==> config.mk <==
export PLATFORM = sky130hd
export DESIGN_NAME = uart_apb_top
export DESIGN_NICKNAME = d
export VERILOG_FILES = /design/src/uart_pkg.sv /design/src/uart_fifo.sv /design/src/uart_tx.sv /design/src/uart_rx.sv /design/src/uart_apb_regs.sv /design/src/uart_apb_top.sv
export VERILOG_INCLUDE_DIRS = /design/src
export SDC_FILE = /design/constraint.sdc
export NUM_CORES = 1
export LEC_CHECK = 0
export BUFFER_PORTS_ARGS = -buffer_cell sky130_fd_sc_hd__buf_2
export CORE_UTILIZATION = 60
export DETAILED_ROUTE_END_ITERATION = 7
export PLACE_DENSITY_LB_ADDON = 0.15
export SLEW_MARGIN = 15
export SYNTH_ARGS = -nofsm -noshare
export SYNTH_HDL_FRONTEND = slang
export SYNTH_SLANG_ARGS = --single-unit
export TNS_END_PERCENT = 1
==> constraint.sdc <==
create_clock -name clk -period 7.3 [get_ports clk]
set_input_delay 1.46 -clock clk [delete_from_list [all_inputs] [get_ports clk]]
set_output_delay 1.46 -clock clk [all_outputs]
set_load 0.05 [all_outputs]
==> src/uart_params.svh <==
`ifndef UART_PARAMS_SVH
`define UART_PARAMS_SVH

// System clock in Hz
`define UART_CLOCK_RATE    32'd100_000_000

`define UART_DEFAULT_BAUD  115200

// Ticks per bit and ticks to mid start bit
`define UART_OVERSAMPLE    16
`define UART_HALF_SAMPLE   8

// One tick is div+1 clocks
`define UART_DEFAULT_DIV \
  (`UART_CLOCK_RATE / (`UART_OVERSAMPLE * `UART_DEFAULT_BAUD) - 32'd1)

`define UART_FIFO_DEPTH    4

// APB register map
`define UART_REG_DATA      4'h0
`define UART_REG_STATUS    4'h4
`define UART_REG_CLKDIV    4'h8

`endif

==> src/uart_pkg.sv <==
`default_nettype none

package uart_pkg;

  // Byte queued for transmit
  typedef logic [7:0] tx_entry_t;

  // Received byte with its framing flag, frame_err lands in bit 8
  typedef struct packed {
    logic       frame_err;
    logic [7:0] data;
  } rx_entry_t;

  // Receiver FSM
  typedef enum logic [1:0] {
    idle        = 2'd0,
    check_start = 2'd1,
    reading     = 2'd2,
    check_stop  = 2'd3
  } rx_state_t;

endpackage

`default_nettype wire

==> src/uart_fifo.sv <==
`timescale 1ns/1ps
`default_nettype none
`include "uart_params.svh"

module uart_fifo #(
  parameter type entry_t = uart_pkg::tx_entry_t,
  parameter int  DEPTH   = `UART_FIFO_DEPTH
) (
  input  wire logic   clk,
  input  wire logic   rst_n,
  input  wire logic   push,
  input  wire entry_t push_data,
  input  wire logic   pop,
  output entry_t      pop_data,
  output logic        full,
  output logic        empty
);

  localparam int AW = (DEPTH > 1) ? $clog2(DEPTH) : 1;
  localparam int CW = $clog2(DEPTH + 1);

  entry_t        mem [DEPTH];
  logic [AW-1:0] wr_ptr;
  logic [AW-1:0] rd_ptr;
  logic [CW-1:0] count;
  logic          do_push;
  logic          do_pop;

  // Push when full and pop when empty are dropped
  assign do_push  = push && !full;
  assign do_pop   = pop && !empty;
  assign full     = (count == CW'(DEPTH));
  assign empty    = (count == '0);
  assign pop_data = mem[rd_ptr];

  always_ff @(posedge clk) begin
    if (do_push) begin
      mem[wr_ptr] <= push_data;
    end
  end

  always_ff @(posedge clk) begin
    if (!rst_n) begin
      wr_ptr <= '0;
      rd_ptr <= '0;
      count  <= '0;
    end else begin
      if (do_push) begin
        wr_ptr <= (wr_ptr == AW'(DEPTH - 1)) ? '0 : wr_ptr + 1'b1;
      end
      if (do_pop) begin
        rd_ptr <= (rd_ptr == AW'(DEPTH - 1)) ? '0 : rd_ptr + 1'b1;
      end
      case ({do_push, do_pop})
        2'b10:   count <= count + 1'b1;
        2'b01:   count <= count - 1'b1;
        default: count <= count;
      endcase
    end
  end

  fifo_count_bound: assert property (@(posedge clk) disable iff (!rst_n)
    count <= CW'(DEPTH))
    else $error("uart_fifo: occupancy above depth");

endmodule

`default_nettype wire

==> src/uart_tx.sv <==
`timescale 1ns/1ps
`default_nettype none
`include "uart_params.svh"

module uart_tx #(
  parameter int STOP_BITS = 1
) (
  input  wire logic                clk,
  input  wire logic                rst_n,
  input  wire logic [31:0]         clk_div,
  input  wire logic                div_load,
  input  wire uart_pkg::tx_entry_t byte_in,
  input  wire logic                byte_valid,
  output logic                     tx_ready,
  output logic                     tx_busy,
  output logic                     tx
);

  localparam int TW = $clog2(`UART_OVERSAMPLE);
  // Start bit plus data bits plus stop bits, counted from 0
  localparam logic [3:0] LAST_BIT = 4'(8 + STOP_BITS);

  logic [31:0]   div_q;
  logic [31:0]   div_cnt;
  logic [TW-1:0] tick_cnt;
  logic [3:0]    bit_cnt;
  logic [7:0]    shift_q;
  logic          busy;
  logic          start;
  logic          tick;
  logic          bit_end;

  // No new byte taken while the divider reloads
  assign tx_ready = !busy && !div_load;
  assign tx_busy  = busy;
  assign start    = byte_valid && tx_ready;
  assign tick     = busy && (div_cnt == div_q);
  assign bit_end  = tick && (tick_cnt == TW'(`UART_OVERSAMPLE - 1));

  always_ff @(posedge clk) begin
    if (!rst_n || div_load) begin
      div_q    <= rst_n ? clk_div : `UART_DEFAULT_DIV;
      busy     <= 1'b0;
      tx       <= 1'b1;
      div_cnt  <= '0;
      tick_cnt <= '0;
      bit_cnt  <= '0;
    end else if (!busy) begin
      div_cnt  <= '0;
      tick_cnt <= '0;
      bit_cnt  <= '0;
      if (start) begin
        busy <= 1'b1;
        tx   <= 1'b0;
      end
    end else begin
      div_cnt <= tick ? '0 : div_cnt + 32'd1;
      if (tick) begin
        tick_cnt <= tick_cnt + 1'b1;
      end
      if (bit_end) begin
        if (bit_cnt == LAST_BIT) begin
          busy <= 1'b0;
        end else begin
          tx      <= (bit_cnt < 4'd8) ? shift_q[0] : 1'b1;
          bit_cnt <= bit_cnt + 4'd1;
        end
      end
    end
  end

  // LSB first
  always_ff @(posedge clk) begin
    if (start) begin
      shift_q <= byte_in;
    end else if (bit_end && (bit_cnt < 4'd8)) begin
      shift_q <= {1'b0, shift_q[7:1]};
    end
  end

  tx_idle_high: assert property (@(posedge clk) disable iff (!rst_n) !busy |-> tx)
    else $error("uart_tx: line low while idle");

endmodule

`default_nettype wire

==> src/uart_rx.sv <==
`timescale 1ns/1ps
`default_nettype none
`include "uart_params.svh"

module uart_rx (
  input  wire logic          clk,
  input  wire logic          rst_n,
  input  wire logic [31:0]   clk_div,
  input  wire logic          div_load,
  input  wire logic          rx,
  output uart_pkg::rx_entry_t rx_entry,
  output logic               rx_valid,
  output logic               rx_busy
);

  import uart_pkg::*;

  localparam int TW = $clog2(`UART_OVERSAMPLE);

  rx_state_t     state;
  logic [31:0]   div_q;
  logic [31:0]   div_cnt;
  logic [TW-1:0] tick_cnt;
  logic [2:0]    bit_cnt;
  logic [7:0]    data_q;
  logic          rx_meta;
  logic          rx_sync;
  logic          tick;
  logic          half_end;
  logic          bit_end;

  assign rx_busy  = (state != idle);
  assign tick     = (state != idle) && (div_cnt == div_q);
  assign half_end = tick && (tick_cnt == TW'(`UART_HALF_SAMPLE - 1));
  assign bit_end  = tick && (tick_cnt == TW'(`UART_OVERSAMPLE - 1));

  // Line idles high
  always_ff @(posedge clk) begin
    if (!rst_n) begin
      rx_meta <= 1'b1;
      rx_sync <= 1'b1;
    end else begin
      rx_meta <= rx;
      rx_sync <= rx_meta;
    end
  end

  always_ff @(posedge clk) begin
    if (!rst_n || div_load) begin
      div_q    <= rst_n ? clk_div : `UART_DEFAULT_DIV;
      state    <= idle;
      div_cnt  <= '0;
      tick_cnt <= '0;
      bit_cnt  <= '0;
      rx_valid <= 1'b0;
    end else begin
      rx_valid <= 1'b0;
      if (state == idle) begin
        div_cnt  <= '0;
        tick_cnt <= '0;
      end else begin
        div_cnt <= tick ? '0 : div_cnt + 32'd1;
        if (tick) begin
          tick_cnt <= tick_cnt + 1'b1;
        end
      end
      case (state)
        idle: begin
          bit_cnt <= '0;
          if (!rx_sync) begin
            state <= check_start;
          end
        end
        check_start: begin
          // Mid start bit, realign ticks to bit centers
          if (half_end) begin
            tick_cnt <= '0;
            state    <= rx_sync ? idle : reading;
          end
        end
        reading: begin
          if (bit_end) begin
            bit_cnt <= bit_cnt + 3'd1;
            if (bit_cnt == 3'd7) begin
              state <= check_stop;
            end
          end
        end
        check_stop: begin
          if (bit_end) begin
            rx_valid <= 1'b1;
            state    <= idle;
          end
        end
        default: state <= idle;
      endcase
    end
  end

  always_ff @(posedge clk) begin
    if ((state == reading) && bit_end) begin
      data_q <= {rx_sync, data_q[7:1]};
    end
    if ((state == check_stop) && bit_end) begin
      rx_entry.data      <= data_q;
      rx_entry.frame_err <= !rx_sync;
    end
  end

  rx_valid_pulse: assert property (@(posedge clk) disable iff (!rst_n) rx_valid |=> !rx_valid)
    else $error("uart_rx: rx_valid held longer than one cycle");

endmodule

`default_nettype wire

==> src/uart_apb_regs.sv <==
`timescale 1ns/1ps
`default_nettype none
`include "uart_params.svh"

module uart_apb_regs (
  input  wire logic                clk,
  input  wire logic                rst_n,
  input  wire logic                psel,
  input  wire logic                penable,
  input  wire logic                pwrite,
  input  wire logic [3:0]          paddr,
  input  wire logic [31:0]         pwdata,
  output logic [31:0]              prdata,
  output logic                     pready,
  output logic                     tx_push,
  output uart_pkg::tx_entry_t      tx_push_data,
  input  wire logic                tx_full,
  input  wire logic                tx_empty,
  output logic                     rx_pop,
  input  wire uart_pkg::rx_entry_t rx_head,
  input  wire logic                rx_empty,
  input  wire logic                rx_full,
  input  wire logic                rx_drop,
  input  wire logic                tx_busy,
  input  wire logic                rx_busy,
  output logic [31:0]              clk_div,
  output logic                     div_load
);

  logic       wr_en;
  logic       rd_en;
  logic       sel_data;
  logic       sel_status;
  logic       sel_div;
  logic       rx_ovf;
  logic       tx_ovf;
  logic [7:0] status;

  // No wait states
  assign pready = 1'b1;

  assign wr_en      = psel && penable && pwrite;
  assign rd_en      = psel && penable && !pwrite;
  assign sel_data   = (paddr == `UART_REG_DATA);
  assign sel_status = (paddr == `UART_REG_STATUS);
  assign sel_div    = (paddr == `UART_REG_CLKDIV);

  assign tx_push      = wr_en && sel_data && !tx_full;
  assign tx_push_data = pwdata[7:0];
  assign rx_pop       = rd_en && sel_data && !rx_empty;

  assign status = {tx_ovf, rx_ovf, rx_busy, tx_busy, rx_full, rx_empty, tx_empty, tx_full};

  always_comb begin
    prdata = '0;
    if (sel_data) begin
      prdata = rx_empty ? 32'd0 : {23'd0, rx_head};
    end else if (sel_status) begin
      prdata = {24'd0, status};
    end else if (sel_div) begin
      prdata = clk_div;
    end
  end

  // Sticky overflow flags, write 1 to clear
  always_ff @(posedge clk) begin
    if (!rst_n) begin
      rx_ovf <= 1'b0;
      tx_ovf <= 1'b0;
    end else begin
      if (rx_drop) begin
        rx_ovf <= 1'b1;
      end else if (wr_en && sel_status && pwdata[6]) begin
        rx_ovf <= 1'b0;
      end
      if (wr_en && sel_data && tx_full) begin
        tx_ovf <= 1'b1;
      end else if (wr_en && sel_status && pwdata[7]) begin
        tx_ovf <= 1'b0;
      end
    end
  end

  // Engines reload one cycle after the write
  always_ff @(posedge clk) begin
    if (!rst_n) begin
      clk_div  <= `UART_DEFAULT_DIV;
      div_load <= 1'b0;
    end else begin
      div_load <= wr_en && sel_div;
      if (wr_en && sel_div) begin
        clk_div <= pwdata;
      end
    end
  end

  apb_setup_first: assert property (@(posedge clk) disable iff (!rst_n)
    (psel && penable) |-> $past(psel && !penable))
    else $error("uart_apb_regs: access phase without setup phase");

endmodule

`default_nettype wire

==> src/uart_apb_top.sv <==
`timescale 1ns/1ps
`default_nettype none
`include "uart_params.svh"

module uart_apb_top #(
  parameter int STOP_BITS = 1
) (
  input  wire logic        clk,
  input  wire logic        rst_n,
  input  wire logic        psel,
  input  wire logic        penable,
  input  wire logic        pwrite,
  input  wire logic [3:0]  paddr,
  input  wire logic [31:0] pwdata,
  output logic [31:0]      prdata,
  output logic             pready,
  input  wire logic        rx,
  output logic             tx
);

  import uart_pkg::*;

  tx_entry_t   tx_push_data;
  tx_entry_t   tx_head;
  rx_entry_t   rx_entry;
  rx_entry_t   rx_head;
  logic        tx_push;
  logic        tx_pop;
  logic        tx_full;
  logic        tx_empty;
  logic        tx_ready;
  logic        tx_busy;
  logic        rx_pop;
  logic        rx_full;
  logic        rx_empty;
  logic        rx_valid;
  logic        rx_busy;
  logic        rx_drop;
  logic [31:0] clk_div;
  logic        div_load;

  assign tx_pop  = !tx_empty && tx_ready;
  // Receiver cannot stall, a full FIFO loses the entry
  assign rx_drop = rx_valid && rx_full;

  uart_apb_regs u_regs (
    .clk(clk), .rst_n(rst_n),
    .psel(psel), .penable(penable), .pwrite(pwrite), .paddr(paddr), .pwdata(pwdata),
    .prdata(prdata), .pready(pready),
    .tx_push(tx_push), .tx_push_data(tx_push_data), .tx_full(tx_full), .tx_empty(tx_empty),
    .rx_pop(rx_pop), .rx_head(rx_head), .rx_empty(rx_empty), .rx_full(rx_full),
    .rx_drop(rx_drop), .tx_busy(tx_busy), .rx_busy(rx_busy),
    .clk_div(clk_div), .div_load(div_load)
  );

  uart_fifo #(.entry_t(tx_entry_t), .DEPTH(`UART_FIFO_DEPTH)) u_tx_fifo (
    .clk(clk), .rst_n(rst_n),
    .push(tx_push), .push_data(tx_push_data), .pop(tx_pop),
    .pop_data(tx_head), .full(tx_full), .empty(tx_empty)
  );

  uart_fifo #(.entry_t(rx_entry_t), .DEPTH(`UART_FIFO_DEPTH)) u_rx_fifo (
    .clk(clk), .rst_n(rst_n),
    .push(rx_valid), .push_data(rx_entry), .pop(rx_pop),
    .pop_data(rx_head), .full(rx_full), .empty(rx_empty)
  );

  uart_tx #(.STOP_BITS(STOP_BITS)) u_tx (
    .clk(clk), .rst_n(rst_n), .clk_div(clk_div), .div_load(div_load),
    .byte_in(tx_head), .byte_valid(!tx_empty),
    .tx_ready(tx_ready), .tx_busy(tx_busy), .tx(tx)
  );

  uart_rx u_rx (
    .clk(clk), .rst_n(rst_n), .clk_div(clk_div), .div_load(div_load), .rx(rx),
    .rx_entry(rx_entry), .rx_valid(rx_valid), .rx_busy(rx_busy)
  );

endmodule

`default_nettype wire

# Yosys cells after proc, flatten, opt, wreduce, memory -nomap -nowiden
# Memory sizes are Yosys's and may differ from the RTL's. A register that Yosys moved wholly into a read port is not among the register bits.
# Index checks and enable logic that the tools add are counted.
classes:
  order_cmp: 1
  add_sub_neg: 14
  mux: 47
  eq_ne: 29
  n_reduce_logical: 57
  bitwise: 3
op_table:
  columns: ["op", "n"]
  rows:
  - ["$mux 32", 3]
  - ["$add 32x1->32 const B", 2]
  - ["$eq 32x32->1", 2]
  - ["$mux 2", 14]
  - ["$logic_and 1x1->1", 27]
  - ["$mux 1", 18]
  - ["$pmux 3 s2", 3]
  - ["$eq 2x2->1 const B", 8]
  - ["$eq 4x4->1 const B", 4]
  - ["$mux 4", 4]
  - ["$mux 8", 2]
  - ["$reduce_bool 2->1", 8]
  - ["$add 4x1->4 const B", 3]
  - ["$add 3x1->3 const B", 3]
  - ["$eq 3x3->1 const B", 3]
  - ["$logic_not 1->1", 9]
  - ["$mux 9", 1]
  - ["$add 2x1->2 const B", 4]
  - ["$eq 4x3->1 const B", 2]
  - ["$ne 2x1->1 const B", 4]
  - ["$pmux 2 s4", 1]
  - ["$eq 2x1->1 const B", 3]
  - ["$logic_not 3->1", 2]
  - ["$ne 2x2->1 const B", 3]
  - ["12 further kinds", 18]
totals:
  register_bits: 192
  word_cells: 180
  mem_bits_rw: 68
  mem_count: 2
  out_inout_bits: 34
  inputBits: 42
mem_list:
  columns: ["name", "depth", "width", "read_ports", "rd_clocked_by_memory_dff", "wr", "line_no", "text"]
  rows:
  - ["u_rx_fifo.mem", 4, 9, 1, 1, 1, "uart_fifo.sv:22", "entry_t mem [DEPTH];"]
  - ["u_tx_fifo.mem", 4, 8, 1, 1, 1, "uart_fifo.sv:22", null]

# Longest topological paths before layout
# Gate-level depths: netlist of run 1.
depth:
  word_depth: 7
  depth_mapped: 11
  ltp_nobuf: 10

# By module
# From an unflattened synthesis of run 1, not the netlist that was laid out.
hier_totals:
  hier_cells: 1156
  hier_area_um2: 13191.4
modules_own_cells:
  columns: ["module", "seq_area_each_um2", "area_each_um2", "cells_each", "instances"]
  rows:
  - ["uart_rx", 2352.3, 4026.4, 352, 1]
  - ["uart_tx", 2042.0, 3784.9, 371, 1]
  - ["uart_apb_regs", 700.7, 1933.1, 229, 1]
  - ["uart_fifo at u_rx_fifo", 1261.2, 1786.7, 103, 1]
  - ["uart_fifo at u_tx_fifo", 1141.1, 1644.1, 98, 1]
  - ["uart_apb_top", 0.0, 16.3, 3, 1]

# Least setup slack after synthesis of run 1
# Ideal clock, no wire load.
synth_timing:
  kind: "input -> output"
  startpoint: "in paddr[1]"
  endpoint: "out prdata[8]"
  path_buffers: 1
  setup_slack_ps: 2403
  arrival_time_ps: 3437
  required_time_ps: 5840
  stages: 4
  cell_sequence: "or2_2 or4_1 clkbuf_1 o21ai_0"
synth_between:
  elab_chain_len: 4
  elab_cells_between_ends: 6
  cone_classes: "eq/ne: 2; mux: 3; reduce/logical: 1"
synth_lines:
  columns: ["element", "line_no", "text"]
  rows:
  - ["start: declaration", "uart_apb_top.sv:13", "input wire logic [3:0] paddr,"]
  - ["$eq 4x4->1 (no source line)", null, null]
  - ["$mux 32", "uart_apb_regs.sv:60", "end else if (sel_div) begin"]
  - ["$mux 32", "uart_apb_regs.sv:58", "end else if (sel_status) begin"]
  - ["$mux 32 (*)", "uart_apb_regs.sv:56", "if (sel_data) begin"]
  - ["end: declaration", "uart_apb_top.sv:15", "output logic [31:0] prdata,"]
# Every way passes the cells marked *; elsewhere a longest branch is shown, timed or not.

# Worst setup path after layout of run 1
layout_timing:
  startpoint: "in paddr[2]"
  endpoint: "out prdata[8]"
# Same word-level chain as after synthesis.

==> results of run 1 <==
[final timing paths]
path / from / end / slack [ps] / depth (start not counted)
max reg2reg: u_rx_fifo.count[0] / u_rx_fifo.count[2] / 4300 / 9
max: paddr[2] / prdata[8] / 2250 / 6
min: u_rx.rx_meta / u_rx.rx_sync / 410 / 1
min reg2reg: u_rx.rx_meta / u_rx.rx_sync / 410 / 1
[area by class of cell]
type	instances	area, um2	share of cell area (%)
Clock inverter	17	289.0	2.195
Sequential cell	264	6536	49.63
Multi-Input combinational cell	712	4787	36.35
Timing Repair Buffer	79	407.9	3.097
Inverter	33	123.9	0.9405
Tap cell	260	325.3	2.470
Clock buffer	31	700.7	5.320
[kinds of logic after synthesis]
logic type                 after synthesis  synth area share (%)
and+or+nand+nor                        437                 19.60
muxes                                   27                 4.164
other                                    1               0.03233
xor gates and xnor gates               125                 9.440
AOI/OAI and AO/OA                      100                 5.276
buffers and inverters                   79                 2.622
adders and majority gates               22                 2.503
DFF                                    264                 56.36
[layer usage]
layer  global-route usage [%]  vias up  wire length, um
met5                        0        -                0
met4                    5.835        0              424
met3                    2.989       33             1228
met2                    39.17      200            10960
met1                    37.03     3722            11300
li1                         -     3819                -
[cells in the mapped netlist, types with 23 or more instances]
| library cell | n | area (um2) |
|---|---|---|
| nand3_1 | 29 | 145.1 |
| clkbuf_1 | 40 | 150.1 |
| xor2_1 | 98 | 858.3 |
| dfxtp_1 | 139 | 2783 |
| nand4_1 | 23 | 143.9 |
| inv_1 | 33 | 123.9 |
| edfxtp_1 | 125 | 3754 |
| nor4_1 | 25 | 156.4 |
| xnor2_1 | 27 | 236.5 |
| nor2_1 | 139 | 521.8 |
| and2_1 | 68 | 425.4 |
| o21ai_0 | 42 | 210.2 |
| nand2_1 | 61 | 229.0 |
[per-stage QoR]
stage	utilization [%]	cells	power, W
finish	69.94	1396	0.003318
global route	69.94	1396	0.003424
CTS	69.88	1396	0.003345
detailed placement	64.62	1348	0.001828
global placement	64.62	1348	0.001825
floorplan	-	1055	0.001768
[critical path: cells and delay by family]
family | cells | cell delay (ps)
compound gates | 1 | 110
buf+inv | 2 | 440
simple gates | 3 | 1570
[power by group through the flow]
stage                     clock, W  combinational (W)  sequential (W)
after floorplan                  0           0.000133         0.00163
after global placement           0           0.000178         0.00165
after detailed placement         0           0.000181         0.00165
after CTS                  0.00155           0.000185         0.00161
after global routing       0.00160           0.000204         0.00162
final                      0.00152           0.000182         0.00162
[state kept, by name, indices dropped and copies added, names as in the netlist, 3 cells and up, named ones only]
register,cells
u_tx.div_q,32
u_tx.tick_cnt,4
u_regs.clk_div,32
u_tx.shift_q,8
u_rx.tick_cnt,4
u_tx_fifo.count,3
u_rx.div_cnt,32
u_tx.bit_cnt,4
u_rx.rx_entry,9
u_rx.data_q,8
u_rx_fifo.count,3
u_rx_fifo.mem,36
u_tx_fifo.mem,32
u_rx.bit_cnt,3
u_tx.div_cnt,32
==> run summary, run 1 <==
Status = complete, no violations
Initial DRC count = 493
Initial DRT Pass Iterations = 4
Switching share of power = 21.16%
Final setup violation count = 0
Number of port buffers = 74
Fmax = 197.9 MHz
Final WL = 23910 um
Critical Path AT = 3590 ps
Worst hold slack = 405.8 ps
Clk Latency, worst-skew pair = 530 ps
Die span in y = 141.0 um
Nets = 1180
Normalized max-slew margin = 27.55%
Syn nets = 1119
Crit end category = output pin
Yosys warns = 0
Post-synth ARST share = 0%
Initial antenna violation count = 0
Post-CTS setup buffers = 0
Bufs on Longest Clock Path = 3
Via count = 7774
Commonest non-fill, non-tap cells in the layout = nor2_1 (139), dfxtp_1 (139), edfxtp_1 (125)
First-pass GRT wire length = 38830 um
Cell repeated most along the worst path = buf_2
Gpl congestion = 0.8282
Maximum vdd ir drop = 245.7 uV
Comb pwr share = 5.5%
Clk sinks = 264
Switching power = 0.0007020 W
Syn Area/Cell = 10.99 um2
Slowest CP cell = nor2b_2
Setup TNS = 0 ps
Chip Width = 141.0 um
TritonCTS clock tree = built
Startpoint types = primary input
Part of the power in the clock network = 45.8%
Min cycle time layout = 5052 ps
Largest net degree at the start of global routing = 82
Distinct cells, synth = 60
Cell area after synthesis = 11600 um2
Mapped Cells = 1055
Inserted Diodes = 0
Clk slew on worst S/H paths = 60 ps
Layout cells sized above 1 = 13.47%
Leak = 4.974 nW
Pre-CTS WS = 2281 ps
Worst-path cell chain = buf_2 > nor2b_1 > nor2b_2 > nand2_1 > o21ai_0 > buf_2
Post-synthesis sequential area ratio = 56.36%
Placement row count = 50
H-tree Lvls = 1
TritonCTS Buffers = 26
Starting Density = 61.59%
Die area = 19890 um2
Synth Flop Type = dfxtp_1
Fin area = 13170 um2
Number of synthesized flops with an enable pin = 125
Ratio of final minimum period to clock period = 69.20%
Max-cap violations = 0
Sequential share of power = 48.7%
Core area = 18830 um2
Area after DPL = 12170 um2
RSZ-0062 raised after global routing = false
CP max FO = 26
I/O pins = 76
Fin. max-slew vios = 0
Setup CP Type = in -> out
CTS resizes = 0
Pwr per Cell Area = 251.9 nW/um2
CTS Hold Bufs = 0
DR WL/cell = 17.13 um
Highest cell delay on the worst timing path = 970 ps
Clock root buffer master = clkbuf_16
Setup Skew = 18.46 ps
Vias in the first global route = 7315
Post-route setup slack = 2248 ps
Measured slew at the worst slew-check pin = 1082 ps
Total Routing Usage GR = 24.90%
CP required = 5840 ps
HPWL Detailed = 16430 um
Flops & latches, synth = 264
Internal power = 0.002616 W
Routed Antenna Nets = 0
Congestion Overflow GR = 0
Drc violations = 0
Hold Crit Class = reg -> reg
Filler instances = 1342
Final hold violations = 0
Layout area overhead = 13.56%
Vias per cell = 5.569
Power figures use the tool's default switching activity.
==> inputs of run 2 (changes only) <==
- CORE_UTILIZATION: 60 -> 55
- clock period: 7.3 -> 4.2 ns (I/O delays scaled with it)
==> run 2 against run 1 <==
  * Total power increased by 69%
  * Critical path depth unchanged
  * Count of clock-buffer cells in the layout increased by 5
  * Non-clock buffer count increased by 8
  * First-iteration DRC count increased by 0.81%
==> run summary, run 2 (same netlist as run 1, synthesis figures left out) <==
Post-layout util = 64.40% (-5.5 points)
Worst-path cell chain = mux4_2 > nor3b_1 > a21oi_1 > a2bb2oi_1 > nor2_1 > buf_2
Setup Skew = 12.86 ps (-5.602 ps)
Layout cells sized above 1 = 13.90% (+0.43 points)
Routed Antenna Nets = 0 (unchanged)
Die span in y = 147.2 um (+4.4%)
Nets = 1189 (+0.76%)
Leak = 4.988 nW (+0.27%)
Core area = 20430 um2 (+8.5%)
Maximum vdd ir drop = 382.0 uV (+55%)
Clk slew on worst S/H paths = 60 ps (about the same)
Largest net degree at the start of global routing = 81 (-1.2%)
Final setup violation count = 0 (unchanged)
Commonest non-fill, non-tap cells in the layout = nor2_1 (139), dfxtp_1 (139), edfxtp_1 (125)
Total Power = 0.005598 W (+69%)
Chip Width = 147.2 um (+4.4%)
DR WL/cell = 17.30 um (+0.97%)
Total Routing Usage GR = 23.11% (-1.8 points)
Fin. max-slew vios = 0 (unchanged)
Gpl congestion = 0.8478 (+2.4%)
Pwr per Cell Area = 425.5 nW/um2 (+69%)
Starting Density = 56.77% (-4.8 points)
I/O pins = 76 (unchanged)
Reg2reg setup slack = 1340 ps (-2960 ps)
H-tree Lvls = 1 (unchanged)
Vias in the first global route = 7324 (+0.12%)
Crit. path cell count = 6 (unchanged)
Max-cap violations = 0 (unchanged)
Final hold violations = 0 (unchanged)
Startpoint types = flop
Layout area overhead = 13.44%
Highest cell delay on the worst timing path = 720 ps (-250 ps)
Normalized max-slew margin = 27.91% (+0.36 points)
Slowest CP cell = dfxtp_1
TritonCTS clock tree = built
Bufs on Longest Clock Path = 3 (unchanged)
Largest register FFs = 36 (unchanged)
Initial DRT Pass Iterations = 5 (+1)
Worst reg2reg path depth = 5 (-4)
Clk Latency, worst-skew pair = 530 ps (about the same)
Setup CP Type = reg -> out
Met1 Wirelength = 11860 um (+4.9%)
Largest Register = u_rx_fifo.mem
Placement row count = 52 (+4.0%)
Clock root buffer master = clkbuf_16
First-pass GRT wire length = 39320 um (+1.3%)
Drc violations = 0 (unchanged)
Min cycle time layout = 3397 ps
Die area = 21670 um2 (+9.0%)
Hold Crit Class = reg -> reg
Setup TNS = 0 ps (unchanged)
Fmax = 294.4 MHz
Initial DRC count = 497 (+0.81%)
Filler instances = 1628 (+21%)
Via count = 7840 (+0.85%)
Vias per cell = 5.545 (-0.43%)
Sum of buffers and inverters on the critical path = 1 (-1)
Inst Count DP = 1366 (+1.3%)
Crit end category = output pin
Final WL = 24460 um (+2.3%)
CTS Hold Bufs = 0 (unchanged)
TritonCTS Buffers = 27 (+3.8%)
Top sig layer = met4
Met2 wire len = 10880 um (-0.74%)
Hold depth = 1 (unchanged)
Ratio of final minimum period to clock period = 80.87%
Clk sinks = 264 (unchanged)
Top delay family on crit path = flip-flops
Status = complete, no violations
CP required = 3360 ps (-2480 ps)
Measured slew at the worst slew-check pin = 1072 ps (-9.459 ps)
CP max FO = 9 (-65%)
RSZ-0062 raised after global routing = false
CTS resizes = 0 (unchanged)
Number of port buffers = 74 (unchanged)
FF/Latch Area = 6536 um2 (unchanged)
Initial antenna violation count = 0 (unchanged)
Multi-input gate area = 4776 um2 (-0.24%)
Post-Layout Cell Count = 1414 (+1.3%)
Critical Path AT = 2560 ps (-1030 ps)
Met3 WL post-DR = 1196 um (-2.6%)
Post-CTS setup buffers = 0 (unchanged)
Worst hold slack = 404.1 ps (-1.762 ps)
HPWL Detailed = 16860 um (+2.6%)
Congestion Overflow GR = 0 (unchanged)
Inserted Diodes = 0 (unchanged)
[run 2: changes by cell type in the layout (fill, tap and decap cells not counted), sizes merged]
| cell | before | now |
|---|---|---|
| clkinv | 6 | 8 |
| bufinv | 8 | 4 |
| clkbuf | 31 | 36 |
| clkinvlp | 2 | 0 |
| buf | 79 | 87 |
| inv | 34 | 33 |
[run 2: through the flow]
stage               cell area (um2)  setup WS (ps)
detailed placement            12240          784.0
finish                        13160          803.3
global placement              12240          842.0
global route                  13160          670.3
CTS                           13160          757.9
floorplan                     11600          542.7
[run 2: cell type report]
| type | instances | area share (%) |
|---|---|---|
| multi-input combinational | 712 | 36.30 |
| clock buffer | 36 | 5.773 |
| tap | 270 | 2.568 |
| inverter | 33 | 0.9415 |
| clock inverter | 12 | 1.179 |
| sequential | 264 | 49.68 |
| timing repair buffer | 87 | 3.557 |
[run 2: report_power, final]
| part | internal, W | switching [W] | total (W) | leakage (nW) |
|---|---|---|---|---|
| Clock | 0.00150 | 0.000963 | 0.00247 | 0.452 |
| Combinational | 0.000122 | 0.000201 | 0.000324 | 2.26 |
| Sequential | 0.00275 | 0.0000598 | 0.00281 | 2.27 |
[run 2: worst reg2reg max path, cell delays in order (launching register included)]
cell,delay (ps)
edfxtp_1,490
xor2_1,190
nor4_1,440
nand4_1,430
nor2_1,410
and3_1,540
[run 2: path summary, 6_finish.rpt]
check | from | to
setup / recovery | flop | prdata[2]
setup reg to reg | u_tx.div_q[26] | u_rx.rx_entry[1]
hold / removal | u_rx.rx_meta | u_rx.rx_sync
hold reg to reg | u_rx.rx_meta | u_rx.rx_sync
[run 2: metal layers]
| metal | global-route usage [%] | vias up |
|---|---|---|
| met2 | 35.71 | 208 |
| met3 | 3.540 | 45 |
| met5 | 0 | - |
| met4 | 5.979 | 0 |
| met1 | 34.05 | 3739 |
| li1 | - | 3848 |
